File: src/common/gpio_soc_pad_pkg.sv
/*
 * GPIO SoC pad definitions
 * Word type used by command data, response data and registers
 */

`default_nettype none

package gpio_soc_pad_pkg;

  // Upper limit on the number of pads
  localparam int unsigned MaxGpio = 32;

  // Bits above the configured pad count read back as zero
  typedef logic [MaxGpio-1:0] pad_word_t;

endpackage

`default_nettype wire

File: src/common/gpio_soc_cmd_pkg.sv
/*
 * GPIO SoC command protocol
 * Opcodes accepted on the command port and the status returned
 * with every response
 */

`default_nettype none

package gpio_soc_cmd_pkg;

  //////////////////////////////
  // Opcodes
  //////////////////////////////

  // Codes 5 to 7 are reserved and answered as illegal
  typedef enum logic [2:0] {
    OP_WR_OUT     = 3'd0,
    OP_WR_EN      = 3'd1,
    OP_RD_PADS    = 3'd2,
    OP_WR_SCRATCH = 3'd3,
    OP_RD_SCRATCH = 3'd4
  } gpio_op_e;

  //////////////////////////////
  // Response status
  //////////////////////////////

  typedef enum logic {
    RSP_OK      = 1'b0,
    RSP_ILLEGAL = 1'b1
  } rsp_status_e;

  // True for the five defined opcodes only
  function automatic logic op_is_legal(input gpio_op_e op);
    logic legal;
    case (op)
      OP_WR_OUT,
      OP_WR_EN,
      OP_RD_PADS,
      OP_WR_SCRATCH,
      OP_RD_SCRATCH: legal = 1'b1;
      default:       legal = 1'b0;
    endcase
    return legal;
  endfunction

endpackage

`default_nettype wire
File: src/common/gpio_soc_res_if.sv
/*
 * Finished result channel
 * Carries one status and data pair from execute to the result FIFO
 */

`default_nettype none

interface gpio_soc_res_if
  import gpio_soc_cmd_pkg::*;
  import gpio_soc_pad_pkg::*;
();

  logic        valid;
  logic        ready;
  rsp_status_e status;
  pad_word_t   data;

  modport producer (output valid, status, data, input ready);
  modport consumer (input valid, status, data, output ready);

endinterface

`default_nettype wire

File: src/common/gpio_soc_op_if.sv
/*
 * Decoded operation channel
 * Carries one operation from decode to execute with valid/ready
 */

`default_nettype none

interface gpio_soc_op_if
  import gpio_soc_cmd_pkg::*;
  import gpio_soc_pad_pkg::*;
();

  logic      valid;
  logic      ready;
  gpio_op_e  op;
  pad_word_t data;
  logic      illegal;

  modport producer (
    output valid, op, data, illegal,
    input  ready
  );

  modport consumer (
    input  valid, op, data, illegal,
    output ready
  );

endinterface

`default_nettype wire

File: src/verilog/gpio_soc_top.sv
/*
 * GPIO SoC pad controller
 * Decode, execute and result stages behind valid/ready command
 * and response ports
 */

`default_nettype none

module gpio_soc_top
  import gpio_soc_cmd_pkg::*;
  import gpio_soc_pad_pkg::*;
#(
  parameter int unsigned NumGpio     = 8,
  parameter int unsigned ResultDepth = 2
) (
  input  logic               clk_i,
  input  logic               arst_n_i,
  // Command port
  input  logic               cmd_valid_i,
  output logic               cmd_ready_o,
  input  gpio_op_e           cmd_op_i,
  input  pad_word_t          cmd_data_i,
  // Response port
  output logic               rsp_valid_o,
  input  logic               rsp_ready_i,
  output rsp_status_e        rsp_status_o,
  output pad_word_t          rsp_data_o,
  // Pads
  input  logic [NumGpio-1:0] gpio_i,
  output logic [NumGpio-1:0] gpio_o,
  output logic [NumGpio-1:0] gpio_en_o
);

  gpio_soc_op_if  op_if ();
  gpio_soc_res_if res_if ();

  gpio_soc_decode u_decode (
    .clk_i       ( clk_i       ),
    .arst_n_i    ( arst_n_i    ),
    .cmd_valid_i ( cmd_valid_i ),
    .cmd_ready_o ( cmd_ready_o ),
    .cmd_op_i    ( cmd_op_i    ),
    .cmd_data_i  ( cmd_data_i  ),
    .op          ( op_if       )
  );

  gpio_soc_execute #(
    .NumGpio   ( NumGpio )
  ) u_execute (
    .clk_i     ( clk_i     ),
    .arst_n_i  ( arst_n_i  ),
    .op        ( op_if     ),
    .res       ( res_if    ),
    .gpio_i    ( gpio_i    ),
    .gpio_o    ( gpio_o    ),
    .gpio_en_o ( gpio_en_o )
  );

  gpio_soc_result #(
    .ResultDepth  ( ResultDepth )
  ) u_result (
    .clk_i        ( clk_i        ),
    .arst_n_i     ( arst_n_i     ),
    .res          ( res_if       ),
    .rsp_valid_o  ( rsp_valid_o  ),
    .rsp_ready_i  ( rsp_ready_i  ),
    .rsp_status_o ( rsp_status_o ),
    .rsp_data_o   ( rsp_data_o   )
  );

endmodule

`default_nettype wire

File: src/verilog/gpio_soc_result.sv
/*
 * GPIO SoC result stage
 * Circular response FIFO; its head drives the response port
 */

`default_nettype none

module gpio_soc_result
  import gpio_soc_cmd_pkg::*;
  import gpio_soc_pad_pkg::*;
#(
  parameter int unsigned ResultDepth = 2
) (
  input  logic              clk_i,
  input  logic              arst_n_i,
  gpio_soc_res_if.consumer  res,
  output logic              rsp_valid_o,
  input  logic              rsp_ready_i,
  output rsp_status_e       rsp_status_o,
  output pad_word_t         rsp_data_o
);

  localparam int unsigned PtrW = (ResultDepth > 1) ? $clog2(ResultDepth) : 1;
  localparam int unsigned CntW = $clog2(ResultDepth + 1);

  rsp_status_e     status_mem [ResultDepth];
  pad_word_t       data_mem   [ResultDepth];
  logic [PtrW-1:0] wr_ptr_q;
  logic [PtrW-1:0] rd_ptr_q;
  logic [CntW-1:0] count_q;
  logic            push;
  logic            pop;

  assign res.ready = (count_q != CntW'(ResultDepth));
  assign push      = res.valid && res.ready;
  assign pop       = rsp_valid_o && rsp_ready_i;

  always_ff @(posedge clk_i or negedge arst_n_i) begin
    if (!arst_n_i) begin
      wr_ptr_q <= '0;
      rd_ptr_q <= '0;
      count_q  <= '0;
    end else begin
      if (push) begin
        wr_ptr_q <= (wr_ptr_q == PtrW'(ResultDepth - 1)) ? '0 : wr_ptr_q + 1'b1;
      end
      if (pop) begin
        rd_ptr_q <= (rd_ptr_q == PtrW'(ResultDepth - 1)) ? '0 : rd_ptr_q + 1'b1;
      end
      // Simultaneous push and pop leave the count alone
      if (push && !pop) begin
        count_q <= count_q + 1'b1;
      end else if (pop && !push) begin
        count_q <= count_q - 1'b1;
      end
    end
  end

  always_ff @(posedge clk_i) begin
    if (push) begin
      status_mem[wr_ptr_q] <= res.status;
      data_mem[wr_ptr_q]   <= res.data;
    end
  end

  assign rsp_valid_o  = (count_q != '0);
  assign rsp_status_o = status_mem[rd_ptr_q];
  assign rsp_data_o   = data_mem[rd_ptr_q];

  a_count_bound : assert property (
    @(posedge clk_i) disable iff (!arst_n_i)
    count_q <= CntW'(ResultDepth)
  );

endmodule

`default_nettype wire

File: src/gpio_ctrl/gpio_soc_execute.sv
/*
 * GPIO SoC execute stage
 * Holds the output, enable and scratch registers, synchronizes
 * the pad inputs and turns each operation into one result
 */

`default_nettype none

module gpio_soc_execute
  import gpio_soc_cmd_pkg::*;
  import gpio_soc_pad_pkg::*;
#(
  parameter int unsigned NumGpio = 8
) (
  input  logic               clk_i,
  input  logic               arst_n_i,
  gpio_soc_op_if.consumer    op,
  gpio_soc_res_if.producer   res,
  input  logic [NumGpio-1:0] gpio_i,
  output logic [NumGpio-1:0] gpio_o,
  output logic [NumGpio-1:0] gpio_en_o
);

  logic [NumGpio-1:0] out_q;
  logic [NumGpio-1:0] en_q;
  logic [NumGpio-1:0] scratch_q;
  logic [NumGpio-1:0] sync_q1;
  logic [NumGpio-1:0] sync_q2;
  logic [NumGpio-1:0] wr_val;
  logic [NumGpio-1:0] pads_val;
  logic               op_fire;
  logic               res_valid_q;
  rsp_status_e        res_status_d;
  rsp_status_e        res_status_q;
  pad_word_t          res_data_d;
  pad_word_t          res_data_q;

  // Upper command bits are dropped
  assign wr_val   = op.data[NumGpio-1:0];
  // Driven pins read back their own output
  assign pads_val = (out_q & en_q) | (sync_q2 & ~en_q);

  assign op.ready = !res_valid_q || res.ready;
  assign op_fire  = op.valid && op.ready;

  //////////////////////////////
  // Result
  //////////////////////////////

  always_comb begin
    res_status_d = RSP_OK;
    res_data_d   = '0;
    if (op.illegal) begin
      res_status_d = RSP_ILLEGAL;
    end else begin
      case (op.op)
        OP_WR_OUT,
        OP_WR_EN,
        OP_WR_SCRATCH: res_data_d[NumGpio-1:0] = wr_val;
        OP_RD_PADS:    res_data_d[NumGpio-1:0] = pads_val;
        OP_RD_SCRATCH: res_data_d[NumGpio-1:0] = scratch_q;
        default:       res_status_d = RSP_ILLEGAL;
      endcase
    end
  end

  always_ff @(posedge clk_i or negedge arst_n_i) begin
    if (!arst_n_i) begin
      res_valid_q <= 1'b0;
    end else if (op_fire) begin
      res_valid_q <= 1'b1;
    end else if (res.ready) begin
      res_valid_q <= 1'b0;
    end
  end

  always_ff @(posedge clk_i) begin
    if (op_fire) begin
      res_status_q <= res_status_d;
      res_data_q   <= res_data_d;
    end
  end

  assign res.valid  = res_valid_q;
  assign res.status = res_status_q;
  assign res.data   = res_data_q;

  //////////////////////////////
  // Pad registers
  //////////////////////////////

  always_ff @(posedge clk_i or negedge arst_n_i) begin
    if (!arst_n_i) begin
      out_q     <= '0;
      en_q      <= '0;
      scratch_q <= '0;
    end else if (op_fire && !op.illegal) begin
      case (op.op)
        OP_WR_OUT:     out_q     <= wr_val;
        OP_WR_EN:      en_q      <= wr_val;
        OP_WR_SCRATCH: scratch_q <= wr_val;
        default:       ;
      endcase
    end
  end

  // Two-flop input synchronizer
  always_ff @(posedge clk_i or negedge arst_n_i) begin
    if (!arst_n_i) begin
      sync_q1 <= '0;
      sync_q2 <= '0;
    end else begin
      sync_q1 <= gpio_i;
      sync_q2 <= sync_q1;
    end
  end

  assign gpio_o    = out_q;
  assign gpio_en_o = en_q;

  // An offered operation stays put until this stage takes it
  a_op_hold : assert property (
    @(posedge clk_i) disable iff (!arst_n_i)
    op.valid && !op.ready |=> op.valid && $stable(op.op) && $stable(op.data)
      && $stable(op.illegal)
  );

endmodule

`default_nettype wire

File: src/verilog/gpio_soc_decode.sv
/*
 * GPIO SoC decode stage
 * Accepts commands, flags reserved opcodes and holds one
 * operation for the execute stage
 */

`default_nettype none

module gpio_soc_decode
  import gpio_soc_cmd_pkg::*;
  import gpio_soc_pad_pkg::*;
(
  input  logic              clk_i,
  input  logic              arst_n_i,
  input  logic              cmd_valid_i,
  output logic              cmd_ready_o,
  input  gpio_op_e          cmd_op_i,
  input  pad_word_t         cmd_data_i,
  gpio_soc_op_if.producer   op
);

  logic      valid_q;
  gpio_op_e  op_q;
  pad_word_t data_q;
  logic      illegal_q;
  logic      cmd_fire;

  // Stage can refill in the same cycle it is drained
  assign cmd_ready_o = !valid_q || op.ready;
  assign cmd_fire    = cmd_valid_i && cmd_ready_o;

  always_ff @(posedge clk_i or negedge arst_n_i) begin
    if (!arst_n_i) begin
      valid_q <= 1'b0;
    end else if (cmd_fire) begin
      valid_q <= 1'b1;
    end else if (op.ready) begin
      valid_q <= 1'b0;
    end
  end

  always_ff @(posedge clk_i) begin
    if (cmd_fire) begin
      op_q      <= cmd_op_i;
      data_q    <= cmd_data_i;
      illegal_q <= !op_is_legal(cmd_op_i);
    end
  end

  assign op.valid   = valid_q;
  assign op.op      = op_q;
  assign op.data    = data_q;
  assign op.illegal = illegal_q;

  //////////////////////////////
  // Checks
  //////////////////////////////

  // Driver holds the command until it is taken
  a_cmd_stable : assert property (
    @(posedge clk_i) disable iff (!arst_n_i)
    cmd_valid_i && !cmd_ready_o |=> $stable(cmd_op_i) && $stable(cmd_data_i)
  );

endmodule

`default_nettype wire

File: config.mk
export PLATFORM = sky130hd
export DESIGN_NAME = gpio_soc_top
export DESIGN_NICKNAME = d
export VERILOG_FILES = /design/src/common/gpio_soc_pad_pkg.sv /design/src/common/gpio_soc_cmd_pkg.sv /design/src/common/gpio_soc_res_if.sv /design/src/common/gpio_soc_op_if.sv /design/src/verilog/gpio_soc_top.sv /design/src/verilog/gpio_soc_result.sv /design/src/gpio_ctrl/gpio_soc_execute.sv /design/src/verilog/gpio_soc_decode.sv
export SDC_FILE = /design/constraint.sdc
export NUM_CORES = 1
export LEC_CHECK = 0
export BUFFER_PORTS_ARGS = -buffer_cell sky130_fd_sc_hd__clkbuf_2
export CAP_MARGIN = 20
export CORE_MARGIN = 3
export CORE_UTILIZATION = 25
export CTS_BUF_LIST = sky130_fd_sc_hd__clkbuf_4 sky130_fd_sc_hd__clkbuf_8
export CTS_CLUSTER_DIAMETER = 100
export DETAILED_ROUTE_END_ITERATION = 7
export GPL_TIMING_DRIVEN = 1
export PLACE_DENSITY = 0.54
export SLEW_MARGIN = 0
export SYNTH_ARGS = -nofsm -noshare
export SYNTH_HDL_FRONTEND = slang
export SYNTH_SLANG_ARGS = --single-unit
File: constraint.sdc
create_clock -name clk_i -period 4.1 [get_ports clk_i]
set_input_delay 0.41 -clock clk_i [delete_from_list [all_inputs] [get_ports clk_i]]
set_output_delay 0.41 -clock clk_i [all_outputs]
set_load 0.01 [all_outputs]
==> impl_results.md <==
* Syn. warnings at 0
* Die width at ~120 µm
* Syn Inst Count at between 200 and 250
* Antenna diodes at 0
* Setup Skew at just under 0.01 ns
* Period utilization at a little under half
* Max-Cap Viols at 0
* First-pass detailed-route iteration total at 4
* CTS Sinks at between 80 and 90
* Aggregate global routing overflow at 0
* Commonest non-fill, non-tap cell in the layout: clkbuf_2
* Critical path startpoint category: register
* Vias at roughly 1800
* GP Congestion at roughly 0.76
* Avg WL per Cell at 13.63 µm
* Distinct cell type count after synthesis at 30
* CP Class: register to primary output
* Max incr delay on CP at between 0.6 and 0.7 ns
* Fin. Hold Viols at 0
* Endpoint class of the critical path: primary output
* Top FF cell, synth: dfrtp_1
* Vias in the first global route at approximately 1900
* Post-CTS Setup Repair Bufs at 0
* Worst min-delay path class: input pin to asynchronous set/reset pin
* Critical Path Fanout Max at 10
* Max clock buf depth at 2
* CP arrival at between 1 and 1.5 ns
* Post-route setup TNS at 0 ns
* Slew @ Worst Pin at 0.7715 ns
* Global-route wire length before repair at 10060 µm
* Status: complete, no violations
* Post-synth EDFFs at 39
* Proportion of layout cells with a drive suffix above 1 at 41.91%
* Mapped Avg Cell Area at roughly 16 µm²
* Largest net degree at the start of global routing at 47
* Global Route Usage Sum at under 10%
* CTS tree: yes
* Dpl hpwl at ~4300 µm
* Vias per cell at a little under 4
* Register area share after synthesis at 68.64%
* Drc violations at 0
* Max_slew headroom at 48.37%
* FFs w/ async S/R, synth at a little over half
* Initial antenna violation count at 0
* Area grow syn2layout at 15.53%
* Die extent in y at 122.3 µm
* Unrepaired setup endpoints after global routing: false
* Bufs and invs on worst path at 1
* Skew-Pair Late Insertion Delay at between 0.3 and 0.4 ns
* Slew Limit Fails at 0
* Core box area at roughly 13000 µm²
* # H-tree levels at 3
* Synthesized area at 3383 µm²
* DRT antenna net count at 0
* Row cnt at between 40 and 50
* Post-layout util at between 30% and 40%
* Io pins at a little under 100
* Synthesized flop and latch total at between 80 and 90
* # nets final at between 300 and 400
* Num CTS Buffers at 9
* Post-cts sizing count at 0
* CP top delay family: flip-flops
* Design Power at approximately 2.6 mW
* Root Buffer: clkbuf_8
* Final setup vio count at 0
* Initial DRC Count at slightly above 80
* Clk slew on worst S/H paths at 0.09 ns
* Routed Wire Length at 6053 µm
* Starting Density at a little over a quarter
* Count of input and output buffers at 49
* Commonest non-fill, non-tap cells in the layout: clkbuf_2, dfrtp_1, mux2_2
* Tmin final at between 1.5 and 2 ns
* Leakage at around 1.6 nW
* WP data required at approximately 3.7 ns
* Critical-path cell list: mux2_2 -> clkbuf_2
* Slowest library cell on the worst path: dfrtp_1
* Fmax at ~530 MHz
* DIE AREA at 14960 µm²
* Pwr dens at 661.3 nW/µm²
* Hold buffers post-CTS at 0
* Peak VDD IR at roughly 0.25 mV
==> sequential cells by signal, indices dropped and copies added (netlist names), 2 cells and up <==
signal               count
u_result.data_mem       16
u_decode.op.data         8
u_execute.gpio_en_o      8
u_execute.gpio_o         8
u_execute.res.data       8
u_execute.scratch_q      8
u_execute.sync_q1        8
u_execute.sync_q2        8
u_decode.op.op           3
u_result.count_q         2
u_result.status_mem      2
==> synth_stat cells (2+ instances only) <==
master    number  area share [%]
a21oi_1        8             1.2
a22oi_1        7             1.6
and2_1         2            0.37
buf_4         24             5.3
clkbuf_1       3            0.33
dfrtp_1       46              34
edfxtp_1      39              35
inv_1          2            0.22
mux2_2        41              14
nand2_1        3            0.33
nand2b_1       5            0.92
nand3_1        7             1.0
nor2_1         2            0.22
nor3b_2        3             1.1
xnor2_1        3            0.78
xor2_1         2            0.52
==> per-layer routing <==
layer  up-vias  wire length [µm]  GRT usage [%]
met3         9               318          1.982
met4         0                78          3.639
met5         -                 0              0
met1       852              2869          12.04
met2        63              2787          13.23
li1        827                 -              -
==> metrics by stage <==
stage | setup slack, ns | instances | hold WS [ns] | instance area [µm²]
after floorplan | 2.616 | 234 | 0.1144 | 3470
after global placement | 2.320 | 428 | 0.3324 | 3735
after detailed placement | 2.264 | 428 | 0.3347 | 3735
after CTS | 2.162 | 444 | 0.1453 | 3909
after global routing | 2.113 | 444 | 0.1433 | 3909
final | 2.207 | 444 | 0.1511 | 3909
==> worst register-to-register path: cells and delay by family (launching register included) <==
kind          cells  cell delay [ns]
simple gates      2             0.83
mux               1             0.40
flops             1             0.50
==> report_power, final <==
part / internal [mW] / switching, mW / leakage (nW)
clock: 0.221 / 0.295 / 0.0816
sequential: 1.19 / 0.177 / 0.926
combinational: 0.355 / 0.344 / 0.600
total: 1.77 / 0.816 / 1.61
==> path summary, 6_finish.rpt <==
path                                      start                     end  slack (ns)  cells past startpoint
max in group asynchronous              arst_n_i     u_result.count_q[1]        3.55                      2
max                           u_result.rd_ptr_q           rsp_data_o[3]        2.21                      2
max reg2reg                   u_decode.op.op[2]  u_execute.gpio_en_o[4]        2.26                      3
min                                    arst_n_i     u_execute.gpio_o[4]        0.15                      2
min in group clk_i                    gpio_i[4]    u_execute.sync_q1[4]        0.16                      1
min reg2reg                u_execute.sync_q1[5]    u_execute.sync_q2[5]        0.35                      0
==> area by class of cell <==
type / count / area [µm²]
Fill cell: 1323 / 9019
Sequential cell: 85 / 2322
Multi-Input combinational cell: 119 / 937.1
Timing Repair Buffer: 50 / 252.7
Tap cell: 172 / 215.2
Clock buffer: 9 / 123.9
Clock inverter: 7 / 50.05
Inverter: 2 / 7.507
==> kinds of logic after synthesis <==
| logic type | synth area share (%) |
|---|---|
| flip-flops | 68.64 |
| other | 0.1108 |
| multiplexers | 13.65 |
| AND/OR/NAND/NOR | 6.361 |
| XOR/XNOR | 1.295 |
| buffers and inverters | 6.213 |
| AO/OA/AOI/OAI | 3.365 |
| adder cells (fa/ha/maj) | 0.3698 |
No activity file was read; power rests on OpenSTA's default activity.
